**src/source/exec_config.svh**
```systemverilog
`ifndef EXEC_CONFIG_SVH
`define EXEC_CONFIG_SVH

// Data path width
`define XLEN 32
`define OP_W 6

// One quotient bit per cycle
`define DIV_STEPS 32
`define PC_STEP 4

`endif

```
**src/source/serial_divider.sv**
```systemverilog
`timescale 1ns/10ps
`include "exec_config.svh"

module serial_divider (
  input  logic             i_clk,
  input  logic             i_rst_n,
  input  logic             i_start,
  input  logic             i_signed,
  input  logic             i_want_rem,
  input  logic [`XLEN-1:0] i_dividend,
  input  logic [`XLEN-1:0] i_divisor,
  output logic             o_busy,
  output logic             o_done,
  output logic [`XLEN-1:0] o_result
);

  localparam int CNT_W = $clog2(`DIV_STEPS);

  typedef enum logic [1:0] {
    S_IDLE,
    S_RUN,
    S_FIX
  } state_e;

  state_e           state;
  logic [CNT_W-1:0] step_cnt;
  logic             done;
  logic [`XLEN-1:0] quo;  // Dividend shifts out, quotient shifts in
  logic [`XLEN-1:0] rem;
  logic [`XLEN-1:0] dvs_mag;
  logic             neg_q;
  logic             neg_r;
  logic             rem_sel;
  logic             a_neg;
  logic             b_neg;
  logic [`XLEN-1:0] a_mag;
  logic [`XLEN-1:0] b_mag;
  logic [`XLEN:0]   rem_shift;
  logic [`XLEN:0]   rem_trial;
  logic             fits;

  assign a_neg = i_signed & i_dividend[`XLEN-1];
  assign b_neg = i_signed & i_divisor[`XLEN-1];
  assign a_mag = a_neg ? -i_dividend : i_dividend;
  assign b_mag = b_neg ? -i_divisor : i_divisor;

  assign rem_shift = {rem, quo[`XLEN-1]};
  assign rem_trial = rem_shift - {1'b0, dvs_mag};
  assign fits      = rem_shift >= {1'b0, dvs_mag};

  assign o_busy = state != S_IDLE;
  assign o_done = done;

  always_ff @(posedge i_clk) begin
    if (!i_rst_n) begin
      state    <= S_IDLE;
      step_cnt <= '0;
      done     <= 1'b0;
    end else begin
      done <= 1'b0;
      case (state)
        S_IDLE: begin
          if (i_start) begin
            state    <= S_RUN;
            step_cnt <= '0;
          end
        end
        S_RUN: begin
          step_cnt <= step_cnt + 1'b1;
          if (step_cnt == CNT_W'(`DIV_STEPS - 1)) state <= S_FIX;
        end
        S_FIX: begin
          state <= S_IDLE;
          done  <= 1'b1;
        end
        default: state <= S_IDLE;
      endcase
    end
  end

  always_ff @(posedge i_clk) begin
    if (state == S_IDLE && i_start) begin
      quo     <= a_mag;
      rem     <= '0;
      dvs_mag <= b_mag;
      // Zero divisor keeps the all-ones quotient unsigned
      neg_q   <= (a_neg ^ b_neg) & (|i_divisor);
      neg_r   <= a_neg;
      rem_sel <= i_want_rem;
    end else if (state == S_RUN) begin
      rem <= fits ? rem_trial[`XLEN-1:0] : rem_shift[`XLEN-1:0];
      quo <= {quo[`XLEN-2:0], fits};
    end else if (state == S_FIX) begin
      // Most-negative over minus one wraps back to itself
      if (rem_sel) o_result <= neg_r ? -rem : rem;
      else o_result <= neg_q ? -quo : quo;
    end
  end

endmodule

```
**config.mk**
```make
export PLATFORM = sky130hd
export DESIGN_NAME = serial_divider
export DESIGN_NICKNAME = d
export VERILOG_FILES = /design/src/source/serial_divider.sv
export VERILOG_INCLUDE_DIRS = /design/src /design/src/source
export SDC_FILE = /design/constraint.sdc
export NUM_CORES = 1
export LEC_CHECK = 0
export ABC_AREA = 1
export BUFFER_PORTS_ARGS = -buffer_cell sky130_fd_sc_hd__buf_2
export CELL_PAD_IN_SITES_DETAIL_PLACEMENT = 0
export CELL_PAD_IN_SITES_GLOBAL_PLACEMENT = 1
export CORE_MARGIN = 2
export CORE_UTILIZATION = 43
export CTS_CLUSTER_SIZE = 40
export DETAILED_ROUTE_END_ITERATION = 10
export PLACE_DENSITY = 0.81
export SLEW_MARGIN = 10
export SYNTH_ARGS = -nofsm -noshare
export SYNTH_HDL_FRONTEND = slang
export SYNTH_SLANG_ARGS = --single-unit
```
**constraint.sdc**
```tcl
create_clock -name i_clk -period 2.75 [get_ports i_clk]
set_input_delay 0.275 -clock i_clk [delete_from_list [all_inputs] [get_ports i_clk]]
set_output_delay 0.275 -clock i_clk [all_outputs]
set_load 0.02 [all_outputs]
```
* Word level (Yosys, flattened, before mapping)
Cells that the tools add are included.
** Cells by class
- Add/sub/neg operators :: 6
- Order comparisons :: 1
- Equality and inequality tests :: 5
- Multiplexer cells :: 14
- Bitwise gates (word level) :: 6
- Reduce and logical (&&, ||, !) cells :: 9
** Operator list (count)
- $mux W32 :: 8
- $neg A32 Y32 :: 4
- $ge A33 B32 Y1 :: 1
- $reduce_or A32 Y1 :: 1
- $sub A32 B32 Y32 :: 1
- $pmux W5 S2 :: 1
- $reduce_bool A2 Y1 :: 3
- $add A5 B1 Y5 const B :: 1
- $eq A5 B5 Y1 const B :: 1
- $mux W5 :: 1
- $mux W2 :: 2
- $ne A2 B2 Y1 const B :: 2
- $pmux W2 S2 :: 1
- $reduce_and A2 Y1 :: 2
- $and A1 B1 Y1 :: 3
- $reduce_and A3 Y1 :: 1
- $eq A2 B1 Y1 const B :: 1
- $eq A2 B2 Y1 const B :: 1
- $logic_not A2 Y1 :: 1
- $not A1 Y1 :: 2
- $logic_and A1 B1 Y1 :: 1
- $mux W1 :: 1
- $xor A1 B1 Y1 :: 1
** Storage, ports and cells
- Flip-flop bits (word level) :: 139
- Input bits :: 69
- Output and inout bits :: 34
- Logic and storage cells :: 51

* Longest topological paths before layout
Gate-level depths: netlist (run 1).
- Word-level depth :: 4
- Mapped depth :: 17
- Depth with buffers taken out :: 16

* Worst setup path after synthesis (run 1)
OpenSTA, ideal clock, no wires.
- Path kind :: register -> register
- From :: register state[0]
- To :: register quo[0] (enable)
- Library setup time :: 0.409 ns
- Data arrival time :: 1.871 ns
- Data required time :: 2.341 ns
- Path slack :: 0.470 ns
- Cell stages (with the launch flop) :: 7
- Buffers on the path :: 1
- Period minus slack after synthesis :: 2.280 ns
- Path through :: dfxtp_1 nor2_1 nand2_1 inv_1 nor2_1 inv_1 clkbuf_1
** Between the ends
- Cells in the longest elaborated chain, start to end :: 3
- Elaborated cells between the ends (all ways) :: 4
- Classes of those cells :: eq/ne: 1; reduce/logical: 3
** Ends and longest elaborated chain
- start, declared :: line serial_divider.sv:25 : state_e state;
- start signal, assigned :: line serial_divider.sv:56 : state <= S_IDLE;
- start signal, assigned :: line serial_divider.sv:64 : state <= S_RUN;
- start signal, assigned :: line serial_divider.sv:70 : if (step_cnt == CNT_W'(`DIV_STEPS - 1)) state <= S_FIX;
- $logic_not A2 Y1 :: line serial_divider.sv:82 : if (state == S_IDLE && i_start) begin
- $logic_and A1 B1 Y1 :: line serial_divider.sv:82
- $reduce_bool A2 Y1 (no source line) (*)
- end signal, assigned :: line serial_divider.sv:83 : quo <= a_mag;
- end signal, assigned :: line serial_divider.sv:92 : quo <= {quo[`XLEN-2:0], fits};
- end, declared :: line serial_divider.sv:28 : logic [`XLEN-1:0] quo;
Mark *: on every way between the ends. The rest lies on a longest branch, timed or not.
A chain may end at the register's enable or synchronous reset.

* Worst setup path in the final report (run 1)
- From :: register quo[31]
- To :: register rem[30]
** Between the ends
- Cells in the longest elaborated chain, start to end :: 2
- Elaborated cells between the ends (all ways) :: 3
- Classes of those cells :: add/sub: 1; order compare: 1; mux: 1
** Ends and longest elaborated chain
- $sub A32 B32 Y32 / $ge A33 B32 Y1 (equally long branches) :: line serial_divider.sv:48, serial_divider.sv:49
- $mux W32 (*) :: line serial_divider.sv:91 : rem <= fits ? rem_trial[`XLEN-1:0] : rem_shift[`XLEN-1:0];
- end signal, assigned :: line serial_divider.sv:91
- end, declared :: line serial_divider.sv:29 : logic [`XLEN-1:0] rem;
Marks and branches as above.

==> results of run 1 <==
registers in the layout, summed over array words and instances, names as in the netlist:
register,flops
neg_r,1
step_cnt,5
neg_q,1
dvs_mag,32
quo,32
rem_sel,1
state,2
rem,32
o_done,1
o_result,32
cell families (layout without fill, tap and decap cells):
group / count (synthesis) / after routing / share of synthesized area, %
AND/OR/NAND/NOR: 1038 / 1038 / 38.1
buffers and inverters: 336 / 447 / 11.2
flip-flops: 139 / 139 / 32.3
AO/OA/AOI/OAI: 215 / 215 / 9.72
XOR/XNOR: 60 / 60 / 4.49
adder cells (fa/ha/maj): 39 / 39 / 4.24
path summary, 6_finish.rpt:
path | start | endpoint | slack, ns
setup / recovery | quo[31] | rem[30] | 0.22
setup reg to reg | quo[31] | rem[30] | 0.22
hold / removal | i_want_rem | rem_sel | 0.03
hold reg to reg | step_cnt[4] | step_cnt[4] | 0.47
per-stage QoR:
stage,hold slack (ns),std cells,util [%],setup slack [ns],total power [mW]
after global routing,0.0170,2279,49.1,0.0246,10.7
after floorplan,0.374,1827,-,0.470,6.25
after detailed placement,0.464,2247,47.0,0.286,7.65
after CTS,0.0153,2279,49.1,0.270,9.93
final,0.0284,2279,49.1,0.219,9.95
after global placement,0.454,2247,47.0,0.251,7.65
Yosys cell counts (5+ instances only):
cell type,count,share of area (%)
o21ai_0,115,4.9
or2_2,5,0.27
buf_2,8,0.34
ha_1,38,4.1
edfxtp_1,99,25
nand2_1,574,18
nand3b_1,7,0.45
nor2_1,169,5.4
xor2_1,39,2.9
buf_1,5,0.16
nand4_1,26,1.4
dfxtp_1,40,6.8
o21ai_1,12,0.51
nor3_1,38,1.6
inv_1,284,9.1
nor4_1,7,0.37
o22ai_1,5,0.27
a21oi_1,63,2.7
inv_2,5,0.16
clkbuf_1,28,0.90
nand3_2,8,0.68
xnor2_1,21,1.6
nand3_1,181,7.7
nand2_2,6,0.32
report_power, final:
part	switching, mW	internal, mW
sequential	0.373	2.60
clock	1.07	1.19
combinational	3.19	1.51
total	4.64	5.31
cell type report:
| cell class | count | area (µm²) | share of cell area [%] |
|---|---|---|---|
| multi-input combinational | 1352 | 6620 | 50.3 |
| clock buffer | 17 | 425 | 3.23 |
| sequential | 139 | 3770 | 28.7 |
| tap | 341 | 427 | 3.24 |
| clock inverter | 15 | 135 | 1.03 |
| inverter | 290 | 1090 | 8.27 |
| timing repair buffer | 125 | 696 | 5.29 |
worst max-delay path, delay by kind of cell, from the launching register on:
| kind | cells | cell delay (ns) |
|---|---|---|
| flops | 1 | 0.36 |
| fa+ha+maj | 2 | 0.65 |
| buf+inv | 2 | 0.23 |
| simple gates | 11 | 1.19 |
per-layer routing:
layer	global-route usage, %	vias up
li1	-	6095
met1	39.6	5434
met2	42.2	421
met3	5.14	54
met4	8.51	0
met5	0	-
==> results.cfg, run 1 <==
[power]
power.leakage_nw = 6.45
power.density_nw_per_um2 = 756
ir_worst_vdd_mv = 0.472

[sta]
slew_viol_final = 0
rsz0062_at_grt = false
setup_viol = 0
skew_ns = 0.0184
final.period_utilization_pct = 92.0
finalSetupTns_ns = 0
tightest_slew_ns = 0.797
final-hold-violation-count = 0
slew_headroom_pct = 46.3
period_needed_ns = 2.53
fmax_mhz = 395

[routing]
vias = 12004
wl_met2_mm = 16.8
wl_per_cell_um = 17.2
dr_wl_met3_mm = 2.99
wirelength_mm = 39.1
drt_iter0_markers = 1129
drc = 0
wl_met1_mm = 18.3
drtPass1Iterations = 6
highest_layer = met4
via_per_inst = 5.27
ant_nets = 0

[synth]
syn_nets = 1935
async_flop_share_pct = 0
syn_area_um2 = 11700
ys_ff_latch = 139
syn_inst = 1827
synth_ff_type = edfxtp_1
synth_enable_flop_cells = 99
yosys_warnings = 0
syn_avg_cell_area_um2 = 6.40
yosysSeqAreaShare_pct = 32.3
ys_types = 48

[critical_path]
path_max_fanout = 5
cp-end-kind = register
worstPathArrival_ns = 2.86
critical_path_class = register to register
required_ns = 3.08
r2r_cells = 15
critPathLaunchType = register
cpMaxStageDelayCell = fa_1
slowest_delay_ns = 0.40
crit_chain = inv_1 -> ha_1 -> fa_1 -> inv_1 -> nand3_1 -> nand3_1 -> nand2_1 -> nand2_1 -> nand2_1 -> nand2_1 -> nand2_1 -> nand3_1 -> nand3_2 -> nand2_1 -> nand2_1
crit_top_cell = nand2_1

[floorplan]
io_pins = 103
dieArea_um2 = 28500
dieWidth_um = 169
rows = 60
start_util_pct = 43.6
core_um2 = 26800
die_h_um = 169

[global_routing]
grt_usage_pct = 27.6
grt_max_degree = 46
grt_pass1_wl_mm = 60.4
gr-total-overflow = 0
antenna_found_initial = 0
grt_pass1_vias = 11132

[clock_tree]
clk_latency_ns = 0.44
root_buffer = clkbuf_16
cts_resized = 0
cts_setup_buffers = 0
clock-sinks = 139
htree_levels = 4
path_clk_slew_ns = 0.07
cts_tree = yes
cts_hold_buffers = 0
cts_made_buffers = 17
clockBufferDepth = 2

[place]
place.gp.congestion = 0.954
numPortBuffers = 102
place_area_um2 = 12600
hpwl_mm = 31.6

[min_path]
hold_path_class = primary input to register
hold_path_depth = 1

[finish]
final_nets = 2033
layout_common_cells = nand2_1, inv_1, nand3_1
diodes = 0
final_common_cell = nand2_1
design_area_um2 = 13200
n_fill_cell = 2843
syn2layout_area_growth_pct = 12.5
drive_gt1_share_pct = 10.3

[outcome]
status = completed

[flow_run]
drv_cap = 0
(Power assumes the default switching activity.)
==> run 2, diff against run 1 <==
Settings changed: CORE_UTILIZATION 43 to 44, CTS_BUF_LIST set to sky130_fd_sc_hd__clkbuf_2 sky130_fd_sc_hd__clkbuf_4 sky130_fd_sc_hd__clkbuf_8, PLACE_DENSITY 0.81 to 0.83.
==> results.cfg, run 2 (synthesis results as in run 1) <==
[critical_path]
slowest_delay_ns = 0.44
required_ns = 3.09
crit_top_cell = nand2_1
critPathLaunchType = register
r2r_end = rem[2]
crit_family = simple AND/OR/NAND/NOR gates
worstSetupStartpoint = rem[19]
cpMaxStageDelayCell = ha_1
crit_chain = ha_1 -> nand2_1 -> nor2_1 -> nand2_1 -> nor4_2 -> nand2_2 -> nand2_4 -> nand2_1 -> nand3_1 -> o21ai_0
crit_buf_inv = 0
reg2reg_from = rem[19]
rrSetupSlack_ns = 0.27
r2r_cells = 10
cp-end-kind = register
worstPathArrival_ns = 2.82
path_max_fanout = 33
critical_path_class = register to register

[routing]
via_per_inst = 5.27
drc = 0
wl_per_cell_um = 17.2
drtPass1Iterations = 5
wirelength_mm = 39.1
ant_nets = 0
drt_iter0_markers = 1095
vias = 11991

[floorplan]
io_pins = 103
dieWidth_um = 167
start_util_pct = 44.9
rows = 59
core_um2 = 26100
die_h_um = 167
dieArea_um2 = 27900

[place]
place.gp.congestion = 0.928
numPortBuffers = 102
hpwl_mm = 31.4

[global_routing]
antenna_found_initial = 0
grt_pass1_vias = 10896
gr-total-overflow = 0
grt_max_degree = 65
grt_pass1_wl_mm = 61.1
grt_usage_pct = 27.9

[power]
ir_worst_vdd_mv = 0.376
power.density_nw_per_um2 = 722
power.leakage_nw = 6.39

[outcome]
status = completed

[min_path]
min_to = step_cnt[0]
hold_path_class = primary input to register
min_from = i_rst_n
hold_path_depth = 3

[sta]
slew_headroom_pct = 46.4
final.period_utilization_pct = 90.2
final-hold-violation-count = 0
rsz0062_at_grt = false
period_needed_ns = 2.48
fmax_mhz = 403
finalSetupTns_ns = 0
setup_viol = 0
tightest_slew_ns = 0.796
skew_ns = 0.0182
slew_viol_final = 0

[finish]
diodes = 0
n_fill_cell = 2774
final_nets = 2037
drive_gt1_share_pct = 10.4
final_common_cell = nand2_1
syn2layout_area_growth_pct = 11.3
fin_util_pct = 50.0
layout_common_cells = nand2_1, inv_1, nand3_1

[clock_tree]
cts_hold_buffers = 2
cts_tree = yes
cts_resized = 0
clock-sinks = 139
cts_made_buffers = 17
cts_setup_buffers = 0
htree_levels = 4
clk_latency_ns = 0.48
clockBufferDepth = 2
path_clk_slew_ns = 0.10
root_buffer = clkbuf_8

[flow_run]
drv_cap = 0
[run 2: changes by cell type in the layout (fill, tap and decap cells not counted), sizes merged]
cell / delta
inv: +2
dlygate4sd3: +2
clkinv: -2
buf: +2
[run 2: how the worst max path moves through the flow]
stage	end	slack, ns	cells past startpoint
after floorplan	quo[0]	0.47	6
after detailed placement	rem[30]	0.29	15
final	rem[2]	0.27	10
after CTS	rem[30]	0.28	15
after global placement	rem[0]	0.22	10
after global routing	rem[30]	0.01	15
[run 2: metrics by stage]
| stage | hold slack (ns) | total power [mW] | setup slack (ns) | std cells | area (µm²) |
|---|---|---|---|---|---|
| finish | 0.0618 | 9.40 | 0.269 | 2277 | 13000 |
| global route | 0.0522 | 10.1 | 0.0106 | 2277 | 13000 |
| CTS | 0.0342 | 9.38 | 0.279 | 2277 | 13000 |
| detailed placement | 0.464 | 7.68 | 0.286 | 2243 | 12600 |
| global placement | 0.456 | 7.67 | 0.224 | 2243 | 12600 |
| floorplan | 0.374 | 6.25 | 0.470 | 1827 | 11700 |
[run 2: cell type report]
class	instances	area [µm²]	share of cell area [%]
Clock buffer	17	234	1.80
Inverter	290	1090	8.36
Timing Repair Buffer	129	743	5.71
Clock inverter	15	145	1.11
Sequential cell	139	3770	29.0
Tap cell	335	419	3.22
Multi-Input combinational cell	1352	6620	50.8
[run 2: tightest hold or removal path, delay by kind of cell]
kind                   cells  cell delay, ns
buffers and inverters      1            0.12
AO/OA/AOI/OAI              2            0.11
[run 2: report_power, final]
part | internal [mW] | switching, mW
Clock | 0.677 | 1.01
Combinational | 1.52 | 3.22
Sequential | 2.60 | 0.378
[run 2: routing by layer]
layer | global-route usage (%) | vias up | wire (µm)
met2 | 43.1 | 389 | 17000
li1 | - | 6090 | -
met1 | 41.2 | 5469 | 18900
met4 | 7.08 | 0 | 713
met5 | 0 | - | 0
met3 | 3.73 | 43 | 2530
