==> src/source/exec_config.svh <==
`ifndef EXEC_CONFIG_SVH
`define EXEC_CONFIG_SVH

// Data path width
`define XLEN 32
`define OP_W 6

// One quotient bit per cycle
`define DIV_STEPS 32
`define PC_STEP 4

`endif

==> src/source/rv_format_pkg.sv <==
`include "exec_config.svh"

package rv_format_pkg;

  typedef struct packed {
    logic [11:0] imm;
    logic [4:0]  rs1;
    logic [2:0]  funct3;
    logic [4:0]  rd;
    logic [6:0]  opcode;
  } i_fmt_t;

  // B and J immediates are scattered over these groups
  typedef struct packed {
    logic       sign;     // Bit 31
    logic [5:0] f30_25;
    logic [3:0] f24_21;
    logic       f20;
    logic [7:0] f19_12;
    logic [3:0] f11_8;
    logic       f7;
    logic [6:0] opcode;
  } bj_fmt_t;

  typedef union packed {
    i_fmt_t  i_view;
    bj_fmt_t bj_view;
  } instr_u;

  typedef struct packed {
    logic [`XLEN-1:0] imm_i;
    logic [`XLEN-1:0] imm_b;
    logic [`XLEN-1:0] imm_j;
    logic [`XLEN-1:0] imm_u;
  } imm_bundle_t;

endpackage

==> src/source/exec_op_pkg.sv <==
`include "exec_config.svh"

package exec_op_pkg;

  typedef enum logic [`OP_W-1:0] {
    OP_ADD    = 0,
    OP_SUB    = 1,
    OP_SLL    = 2,
    OP_SLT    = 3,
    OP_SLTU   = 4,
    OP_XOR    = 5,
    OP_SRL    = 6,
    OP_SRA    = 7,
    OP_OR     = 8,
    OP_AND    = 9,
    OP_MUL    = 10,
    OP_MULH   = 11,
    OP_MULHSU = 12,
    OP_MULHU  = 13,
    OP_DIV    = 14,
    OP_DIVU   = 15,
    OP_REM    = 16,
    OP_REMU   = 17,
    OP_ADDI   = 18,
    OP_SLTI   = 19,
    OP_SLTIU  = 20,
    OP_XORI   = 21,
    OP_ORI    = 22,
    OP_ANDI   = 23,
    OP_SLLI   = 24,
    OP_SRLI   = 25,
    OP_SRAI   = 26,
    OP_BEQ    = 35,  // 27 to 34 unused
    OP_BNE    = 36,
    OP_BLT    = 37,
    OP_BGE    = 38,
    OP_BLTU   = 39,
    OP_BGEU   = 40,
    OP_JAL    = 41,
    OP_JALR   = 42,
    OP_LUI    = 43,
    OP_AUIPC  = 44
  } exec_op_e;

  typedef struct packed {
    exec_op_e              op;
    logic [`XLEN-1:0]      a;
    logic [`XLEN-1:0]      b;
    rv_format_pkg::instr_u ir;
    logic [`XLEN-1:0]      pc;
  } exec_req_t;

  typedef struct packed {
    logic             load_regfile;
    logic [`XLEN-1:0] result;
    logic             jump;
    logic [`XLEN-1:0] jump_address;
  } exec_rsp_t;

  function automatic logic is_div_op(exec_op_e op);
    return op inside {OP_DIV, OP_DIVU, OP_REM, OP_REMU};
  endfunction

endpackage

==> src/source/branch_unit.sv <==
`timescale 1ns/10ps
`include "exec_config.svh"

module branch_unit (
  input  exec_op_pkg::exec_op_e      i_op,
  input  logic [`XLEN-1:0]           i_a,
  input  logic [`XLEN-1:0]           i_b,
  input  logic [`XLEN-1:0]           i_pc,
  input  rv_format_pkg::imm_bundle_t i_imm,
  output logic                       o_jump,
  output logic [`XLEN-1:0]           o_jump_address
);
  import exec_op_pkg::*;
  import rv_format_pkg::*;

  logic eq;
  logic lt_s;
  logic lt_u;

  assign eq   = i_a == i_b;
  assign lt_s = $signed(i_a) < $signed(i_b);
  assign lt_u = i_a < i_b;

  always_comb begin
    o_jump         = 1'b0;
    o_jump_address = i_pc + i_imm.imm_b;
    case (i_op)
      OP_BEQ:  o_jump = eq;
      OP_BNE:  o_jump = !eq;
      OP_BLT:  o_jump = lt_s;
      OP_BGE:  o_jump = !lt_s;
      OP_BLTU: o_jump = lt_u;
      OP_BGEU: o_jump = !lt_u;
      OP_JAL: begin
        o_jump         = 1'b1;
        o_jump_address = i_pc + i_imm.imm_j;
      end
      OP_JALR: begin
        o_jump         = 1'b1;
        o_jump_address = i_a + i_imm.imm_i;  // Register relative
      end
      default: ;
    endcase
  end

endmodule

==> config.mk <==
export PLATFORM = sky130hd
export DESIGN_NAME = branch_unit
export DESIGN_NICKNAME = d
export VERILOG_FILES = /design/src/source/rv_format_pkg.sv /design/src/source/exec_op_pkg.sv /design/src/source/branch_unit.sv
export VERILOG_INCLUDE_DIRS = /design/src /design/src/source
export SDC_FILE = /design/constraint.sdc
export NUM_CORES = 1
export LEC_CHECK = 0
export BUFFER_PORTS_ARGS = -buffer_cell sky130_fd_sc_hd__buf_2
export CAP_MARGIN = 15
export CORE_ASPECT_RATIO = 0.5
export CORE_MARGIN = 2
export CORE_UTILIZATION = 43
export DETAILED_ROUTE_END_ITERATION = 6
export GPL_TIMING_DRIVEN = 0
export PLACE_DENSITY = 0.8
export SLEW_MARGIN = 20
export SYNTH_ARGS = -nofsm -noshare
export SYNTH_HDL_FRONTEND = slang
export SYNTH_SLANG_ARGS = --single-unit
export TNS_END_PERCENT = 30
==> constraint.sdc <==
create_clock -name vclk -period 5.7
set_input_delay 1.14 -clock vclk [all_inputs]
set_output_delay 1.14 -clock vclk [all_outputs]
set_load 0.02 [all_outputs]
Word level (Yosys, flattened, before mapping):

Index checks and enable logic that the tools add are counted.
Widths: inputs -> output; s select.

* register bits after elaboration: 0
* output and inout port bits: 33
* logic and storage cells: 20

* $add $sub $neg: 3
* $lt $le $gt $ge: 2
* equal/unequal tests: 9
* muxes and demuxes: 2
* reduce and logical (&&, ||, !) cells: 4

Operators by type and width (number)
* $add 32x32->32: 3
* $lt 32x32->1: 2
* $pmux 32 s2: 1
* $eq 6x6->1 const B: 8
* $eq 32x32->1: 1
* $pmux 1 s7: 1
* $logic_not 1->1: 3
* $reduce_or 2->1: 1

Longest topological paths before layout:

Gate-level depths: netlist of the first run.

* depth after elaboration: 3
* gate-level depth with buffers: 17
* depth with buffers taken out: 15

Worst setup path after synthesis of the first run:

No wires, ideal clock.

* path kind: input -> output
* from: input port i_op[1]
* to: output port o_jump_address[29]
* arrival: 4.692 ns
* data required time: 4.560 ns
* path slack: -0.132 ns
* stages: 15
* cell sequence: clkbuf_1 -> nand2b_1 -> nor2_1 -> nand3_1 -> clkbuf_1 -> mux2_2 -> ha_1 -> a41o_1 -> a221o_1 -> a41o_1 -> a32oi_2 -> o21ai_1 -> a41oi_1 -> xor2_1 -> o21ai_0

* word-level cells in the longest chain between the ends: 2
* elaborated cells between the ends (all ways): 3
* those cells by class: eq/ne: 2; mux: 1

RTL lines
* start, declared: line branch_unit.sv:5 `input exec_op_pkg::exec_op_e i_op,`
* $eq 6x6->1: line branch_unit.sv:27 `case (i_op)`
* $pmux 32 s2 (*): line branch_unit.sv:27
* end, declared: line branch_unit.sv:11 `` output logic [`XLEN-1:0] o_jump_address ``

Mark *: on every way between the ends. The rest lies on a longest branch, timed or not.

Worst setup path after layout of the first run:

* from: input port i_op[1]
* to: output port o_jump_address[24]

The elaborated chain is that of the path after synthesis.

==> results of run 1 <==
==> cell families (layout without fill, tap and decap cells) <==
group / after synthesis / in the layout
AO/OA/AOI/OAI: 236 / 236
XOR/XNOR: 48 / 48
adder cells (fa/ha/maj): 96 / 96
buffers and inverters: 71 / 313
multiplexers: 41 / 41
other: 0 / 1
AND/OR/NAND/NOR: 185 / 185
==> through the flow <==
step	area (µm²)	TNS, ns	setup WS, ns
after floorplan	4906	-0.08031	-0.05931
after global placement	6238	-10.06	-0.6837
after detailed placement	6238	-11.42	-0.7561
after CTS	6359	-0.001672	-0.001060
after global routing	6644	-0.3249	-0.08348
final	6646	0	0.08349
==> how the worst min path moves through the flow <==
stage                          from                end  slack [ns]
after global routing        i_op[4]             o_jump        2.78
final                       i_op[4]             o_jump        2.74
after CTS                   i_pc[0]  o_jump_address[0]        2.72
after global placement      i_pc[0]  o_jump_address[0]        2.71
after floorplan           i_imm[96]  o_jump_address[0]        2.56
after detailed placement    i_pc[0]  o_jump_address[0]        2.72
==> synthesized netlist by cell type, types with 13 or more instances <==
cell / instances
ha_1: 94
a21oi_1: 67
inv_1: 53
nand2_1: 47
a21o_1: 43
nor2_1: 38
o21ai_0: 32
mux2_2: 31
xnor2_1: 29
xor2_1: 19
clkbuf_1: 18
nand4_1: 16
nand2b_1: 14
nand3_1: 14
nor3_1: 13
==> routing by layer <==
layer / vias to the layer above / wire, µm
met2: 254 / 7596
met5: - / 0
met3: 28 / 1371
li1: 3032 / -
met1: 2794 / 8021
met4: 0 / 323
==> placed cells by master, fill, tap and decap left out, drive strengths merged, types with 9 or more instances in the layout <==
master / n
inv: 53
nand2b: 14
mux2: 31
a21oi: 69
xnor2: 29
o21a: 9
nor2: 38
xor2: 19
nand4: 16
nand2: 47
nand3: 14
nor2b: 9
o21ai: 40
buf: 246
a31oi: 10
nor3: 13
clkbuf: 14
a21o: 43
mux2i: 10
ha: 94
==> cell type report <==
class                           instances  area [µm²]
Inverter                               53       198.9
Buffer                                 16       90.09
Fill cell                            1002        4400
Tap cell                              145       181.4
Timing Repair Buffer                  244        1279
Multi-Input combinational cell        606        4895
Antenna cell                            1       2.502
==> critical path: cells and delay by family <==
| family | cells | cell delay (ns) |
|---|---|---|
| AO/OA/AOI/OAI | 6 | 1.16 |
| adder cells (fa/ha/maj) | 1 | 0.35 |
| buffers and inverters | 5 | 0.83 |
| multiplexers | 2 | 0.50 |
| AND/OR/NAND/NOR | 4 | 0.48 |
==> power by group through the flow <==
| stage | clock network, µW | logic, µW | registers (µW) |
|---|---|---|---|
| after global placement | 0 | 700 | 0 |
| after global routing | 0 | 842 | 0 |
| after detailed placement | 0 | 709 | 0 |
| after floorplan | 0 | 480 | 0 |
| final | 0.0000234 | 778 | 0 |
| after CTS | 0 | 725 | 0 |
==> what timing repair did <==
| item | 4_1_cts | 5_1_grt |
|---|---|---|
| pin swaps | 7 | 18 |
| setup buffers | 4 | 9 |
| gates resized for setup | 23 | 45 |
| hold endpoints to repair | 0 | 0 |
| gates cloned | 0 | 1 |
| endpoints found under the setup margin | 22 | 21 |
==> impl_table.tex, run 1 <==
\begin{tabular}{lr}
\hline
Metric & Value \\
\hline
\multicolumn{2}{l}{\textbf{Outcome}} \\
\quad Result of the run & completed \\
\multicolumn{2}{l}{\textbf{Pwr}} \\
\quad Fraction of power consumed by combinational cells & 100.0\% \\
\quad Switching power of the nets & 444.7 µW \\
\quad Worst VDD drop & 46.69 µV \\
\quad Switching share of total power & 57.16\% \\
\quad Fraction of power consumed by the clock network & 0\% \\
\quad Post-layout power & 778.0 µW \\
\quad Reported leakage power & 0.003416 µW \\
\quad Relative contribution of sequential cells to total power & 0\% \\
\quad Int Pwr & 333.3 µW \\
\quad Power per Cell Area & 117.1 nW/µm² \\
\multicolumn{2}{l}{\textbf{Setup path}} \\
\quad Data arrival time of the worst path & 4.48 ns \\
\quad CP Capture Point & o\_jump\_address[24] \\
\quad Critical path's largest stage delay & 0.40 ns \\
\quad Critical path class & input port to output pin \\
\quad Cell mode on critical path & buf\_4 \\
\quad Chain of cells forming the critical path & buf\_4 -> nand2b\_4 -> nor2\_4 -> nand3\_4 -> buf\_4 -> clkbuf\_16 -> mux2\_2 -> ha\_2 -> o211ai\_1 -> a21oi\_4 -> o22ai\_4 -> o41ai\_4 -> buf\_4 -> nor2\_4 -> o31ai\_4 -> mux2i\_1 -> o21ai\_1 -> buf\_4 \\
\quad Start point of the critical path & i\_op[1] \\
\quad Worst-path cell with the longest stage delay & o41ai\_4 \\
\quad Highest fanout seen on the critical path & 8 \\
\quad Worst EP required & 4.56 ns \\
\quad Critical path startpoint category & input port \\
\quad Capturing element type of the critical path & output pin \\
\multicolumn{2}{l}{\textbf{Logic synthesis}} \\
\quad Net count of the mapped netlist & 1,003 \\
\quad Gate Count Post-Synth & 677 \\
\quad Area leader, netlist & ha\_1 \\
\quad Cell area after synthesis & 4906 µm² \\
\quad Post-synthesis share of cell area spent on full adders, half adders and majority gates & 24.79\% \\
\quad Synthesized area per cell & 7.247 µm² \\
\quad Compound-gate portion of the synthesized area & 33.00\% \\
\quad Total number of yosys warnings & 0 \\
\quad Synth unique cells & 63 \\
\quad Largest family of logic cells by synthesized area & compound AO/OA/AOI/OAI gates \\
\quad Synth Area in XOR/XNOR & 8.569\% \\
\quad Multiplexer area fraction after synthesis & 9.156\% \\
\quad Area share of and/or/nand/nor cells after synthesis & 19.05\% \\
\quad Top cell type's share of synthesized area & 23.97\% \\
\quad Cells taking the most area after synthesis & ha\_1, mux2\_2, a21oi\_1 \\
\quad Fraction of the yosys area taken by sequential cells & 0\% \\
\multicolumn{2}{l}{\textbf{Routing}} \\
\quad Initial DRC Count & 482 \\
\quad Total Routed Length & 17,310 µm \\
\quad Post-DR wirelength/cell & 16.26 µm \\
\quad First-pass iteration count of the detailed router & 5 \\
\quad Drt via density & 5.735 \\
\quad Overall via count from detail\_route & 6,108 \\
\quad DR DRC count & 0 \\
\quad Antenna violation net count after detailed routing & 0 \\
\multicolumn{2}{l}{\textbf{Timing}} \\
\quad Final count of pins violating max slew & 0 \\
\quad Slew of the pin with the lowest slew margin & 0.8502 ns \\
\quad Setup violations, final & 0 \\
\quad Fin crit period & 5.617 ns \\
\quad Headroom to the max-slew limit & 42.80\% \\
\quad Final Hold Vio Count & 0 \\
\quad Maximum clock frequency & 0.1780 GHz \\
\quad Final hold slack & 2.743 ns \\
\quad Share of the cycle needed by the critical path after routing & 98.54\% \\
\multicolumn{2}{l}{\textbf{Die}} \\
\quad Die area & 12,330 µm² \\
\quad Area of the core & 11,050 µm² \\
\quad Die Wd & 155.1 µm \\
\quad Cell row count & 27 \\
\quad Number of placed I/O pins & 263 \\
\quad Overall die height & 79.53 µm \\
\quad Starting density of the core & 44.41\% \\
\multicolumn{2}{l}{\textbf{Worst hold path}} \\
\quad Worst hold path stage count & 5 \\
\quad Class of the tightest hold or removal check & input port to output pin \\
\multicolumn{2}{l}{\textbf{Global routing}} \\
\quad Global routing usage summed across all routing layers & 25.45\% \\
\quad Initial antenna violation count & 1 \\
\quad Overall overflow remaining after global route & 0 \\
\quad Met2 track demand over resource & 41.56\% \\
\quad GR met3 Demand/Resource & 2.389\% \\
\quad Largest net degree at the start of global routing & 11 \\
\quad Vias in the first global route & 5,506 \\
\quad GR peak layer & met2 \\
\quad Global routing met1 resource utilization & 36.62\% \\
\quad Global-route wire length before repair & 25,990 µm \\
\multicolumn{2}{l}{\textbf{Final layout}} \\
\quad Storage cell area & 0 µm² \\
\quad Relative area change from synthesis to final layout & 35.48\% \\
\quad Share of the core filled with cells in the final layout & 60.17\% \\
\quad Share of layout cells above drive strength 1 & 35.15\% \\
\quad Number of nets in the final layout & 1,247 \\
\quad Clk\_buf instances & 0 \\
\quad Post-layout instance count excluding filler cells & 1,065 \\
\quad Number of sequential cells in the layout & 0 \\
\multicolumn{2}{l}{\textbf{Place}} \\
\quad Final weighted congestion in routability-driven placement & 0.9603 \\
\quad Placed wire-length estimate after detailed placement & 14,550 µm \\
\quad Inst Count DP & 1,052 \\
\quad Port Buffers & 230 \\
\multicolumn{2}{l}{\textbf{Job}} \\
\quad Maxcap violations & 0 \\
\multicolumn{2}{l}{\textbf{Clock network}} \\
\quad CTS Hold Buffers Added & 0 \\
\hline
\end{tabular}
(Power assumes the default switching activity.)
==> run 2, diff against run 1 <==
Settings changed: CORE_MARGIN 2 to not set, CORE_UTILIZATION 43 to 50, PLACE_DENSITY 0.8 to 0.88.
Clock period 5.7 ns to 6.84 ns, I/O delays scaled along.
==> run 2 against run 1 <==
Against the previous run:
- final area is 6.2% lower
- worst setup slack better by 0.068 ns
- global-route usage grew 5.0 points
- critical path type unchanged
- critical endpoint is now o_jump_address[30]
- largest cell class unchanged
- largest power group unchanged
- highest routed layer unchanged
==> impl_table.tex, run 2 (same netlist as run 1, synthesis figures left out) <==
\begin{tabular}{lr}
\hline
Metric & Value \\
\hline
\multicolumn{2}{l}{\textbf{Final layout}} \\
\quad Clk\_buf instances & 0 \\
\quad Most frequent cells in the layout & buf\_2, ha\_1, a21oi\_1, inv\_1, nand2\_1 \\
\quad Share of layout cells above drive strength 1 & 30.21\% \\
\quad Relative area change from synthesis to final layout & 27.06\% \\
\quad Storage cell area & 0 µm² \\
\quad Number of fillers in the final layout & 869 \\
\quad Number of nets in the final layout & 1,235 \\
\quad Most common cell after layout, fill and taps aside & buf\_2 \\
\quad Antenna cells & 0 \\
\quad Number of sequential cells in the layout & 0 \\
\multicolumn{2}{l}{\textbf{Die}} \\
\quad Number of placed I/O pins & 263 \\
\quad Cell row count & 25 \\
\quad Die Wd & 142.1 µm \\
\quad Die area & 10,240 µm² \\
\quad Overall die height & 72.05 µm \\
\quad Starting density of the core & 51.76\% \\
\quad Area of the core & 9478 µm² \\
\multicolumn{2}{l}{\textbf{Setup path}} \\
\quad Capturing element type of the critical path & output pin \\
\quad Critical path's largest stage delay & 0.46 ns \\
\quad Worst EP required & 5.47 ns \\
\quad Cell mode on critical path & a21oi\_1 \\
\quad Chain of cells forming the critical path & clkbuf\_1 -> nand2b\_1 -> nor2\_1 -> nand3\_2 -> clkbuf\_2 -> mux2\_2 -> ha\_1 -> and3\_1 -> a221o\_1 -> a21oi\_1 -> o21ai\_0 -> a211oi\_1 -> a21oi\_1 -> xnor2\_1 -> o211ai\_1 -> buf\_2 \\
\quad Data arrival time of the worst path & 5.32 ns \\
\quad Critical path startpoint category & input port \\
\quad Highest fanout seen on the critical path & 10 \\
\quad Critical path class & input port to output pin \\
\quad Worst-path cell with the longest stage delay & a211oi\_1 \\
\multicolumn{2}{l}{\textbf{Global routing}} \\
\quad Vias in the first global route & 5,501 \\
\quad Initial antenna violation count & 0 \\
\quad Overall overflow remaining after global route & 0 \\
\quad Global-route wire length before repair & 25,560 µm \\
\quad Largest net degree at the start of global routing & 11 \\
\quad Global routing usage summed across all routing layers & 30.43\% \\
\multicolumn{2}{l}{\textbf{Timing}} \\
\quad Final hold slack & 3.199 ns \\
\quad Slew of the pin with the lowest slew margin & 1.004 ns \\
\quad Maximum clock frequency & 0.1495 GHz \\
\quad Setup violations, final & 0 \\
\quad Headroom to the max-slew limit & 32.47\% \\
\quad Share of the cycle needed by the critical path after routing & 97.79\% \\
\quad Final count of pins violating max slew & 0 \\
\quad Final Hold Vio Count & 0 \\
\quad Unrepaired setup endpoints after global routing & no \\
\quad Fin crit period & 6.689 ns \\
\multicolumn{2}{l}{\textbf{Worst hold path}} \\
\quad Worst hold path stage count & 5 \\
\quad Class of the tightest hold or removal check & input port to output pin \\
\multicolumn{2}{l}{\textbf{Routing}} \\
\quad Drt via density & 5.745 \\
\quad Overall via count from detail\_route & 5,986 \\
\quad Antenna violation net count after detailed routing & 0 \\
\quad DR DRC count & 0 \\
\quad Post-DR wirelength/cell & 15.48 µm \\
\quad Initial DRC Count & 493 \\
\quad First-pass iteration count of the detailed router & 5 \\
\quad Total Routed Length & 16,130 µm \\
\multicolumn{2}{l}{\textbf{Pwr}} \\
\quad Post-layout power & 605.3 µW \\
\quad Reported leakage power & 0.003312 µW \\
\quad Fraction of power consumed by the clock network & 0\% \\
\quad Relative contribution of sequential cells to total power & 0\% \\
\quad Switching share of total power & 58.02\% \\
\quad Switching power of the nets & 351.2 µW \\
\quad Int Pwr & 254.1 µW \\
\quad Fraction of power consumed by combinational cells & 100.0\% \\
\quad Worst VDD drop & 42.20 µV \\
\quad Power per Cell Area & 97.10 nW/µm² \\
\multicolumn{2}{l}{\textbf{Outcome}} \\
\quad Result of the run & completed \\
\multicolumn{2}{l}{\textbf{Place}} \\
\quad Placed wire-length estimate after detailed placement & 14,030 µm \\
\quad Final weighted congestion in routability-driven placement & 0.9119 \\
\quad Port Buffers & 230 \\
\multicolumn{2}{l}{\textbf{Job}} \\
\quad Maxcap violations & 0 \\
\hline
\end{tabular}
-- run 2: cell count changes in the layout (fill, tap and decap cells not counted), sizes merged --
cell | previous run | this run
diode | 1 | 0
buf | 246 | 231
clkbuf | 14 | 17
-- run 2: layer usage --
metal  GRT usage, %  wire length [µm]
met1          43.70              7832
met2          49.18              6734
met3          2.574              1202
met4          7.288               357
met5              0                 0
-- run 2: layout make-up --
cell class,instances,area [µm²],area share [%]
well taps,135,168.9,2.710
plain buffers,18,70.07,1.124
inverters,53,198.9,3.191
multi-input cells,606,4644,74.51
repair buffers,230,1151,18.47
-- run 2: what timing repair did --
item / in CTS / in global routing
hold endpoints to repair: 0 / 0
buffers inserted: 0 / 0
resized for setup: 2 / 2
endpoints found under the setup margin: 3 / 9
hold buffers: 0 / 0
-- run 2: metrics by stage --
stage	area, µm²	utilization, %	setup TNS, ns	cells	setup WS, ns
after global placement	6226	65.69	0	1042	0.05443
after global routing	6233	65.77	0	1042	0.01006
after floorplan	4906	-	0	677	0.5525
final	6233	65.77	0	1042	0.1515
after CTS	6228	65.72	0	1042	0.1002
after detailed placement	6226	65.69	-0.06225	1042	-0.04507
-- run 2: worst paths after layout --
kind / start / endpoint / slack (ns)
worst min-delay path: i_pc[0] / o_jump_address[0] / 3.20
worst max-delay path: i_op[1] / o_jump_address[30] / 0.15
-- run 2: critical path: cells and delay by family --
family / cells / cell delay, ns
compound gates: 6 / 1.51
xor+xnor: 1 / 0.17
fa+ha+maj: 1 / 0.37
buf+inv: 3 / 0.68
mux: 1 / 0.33
simple gates: 4 / 0.87
-- run 2: power by group through the flow --
stage	clock, µW	combinational (µW)	sequential, µW
floorplan	0	400	0
global placement	0	577	0
detailed placement	0	589	0
CTS	0	593	0
global route	0	658	0
finish	0	605	0
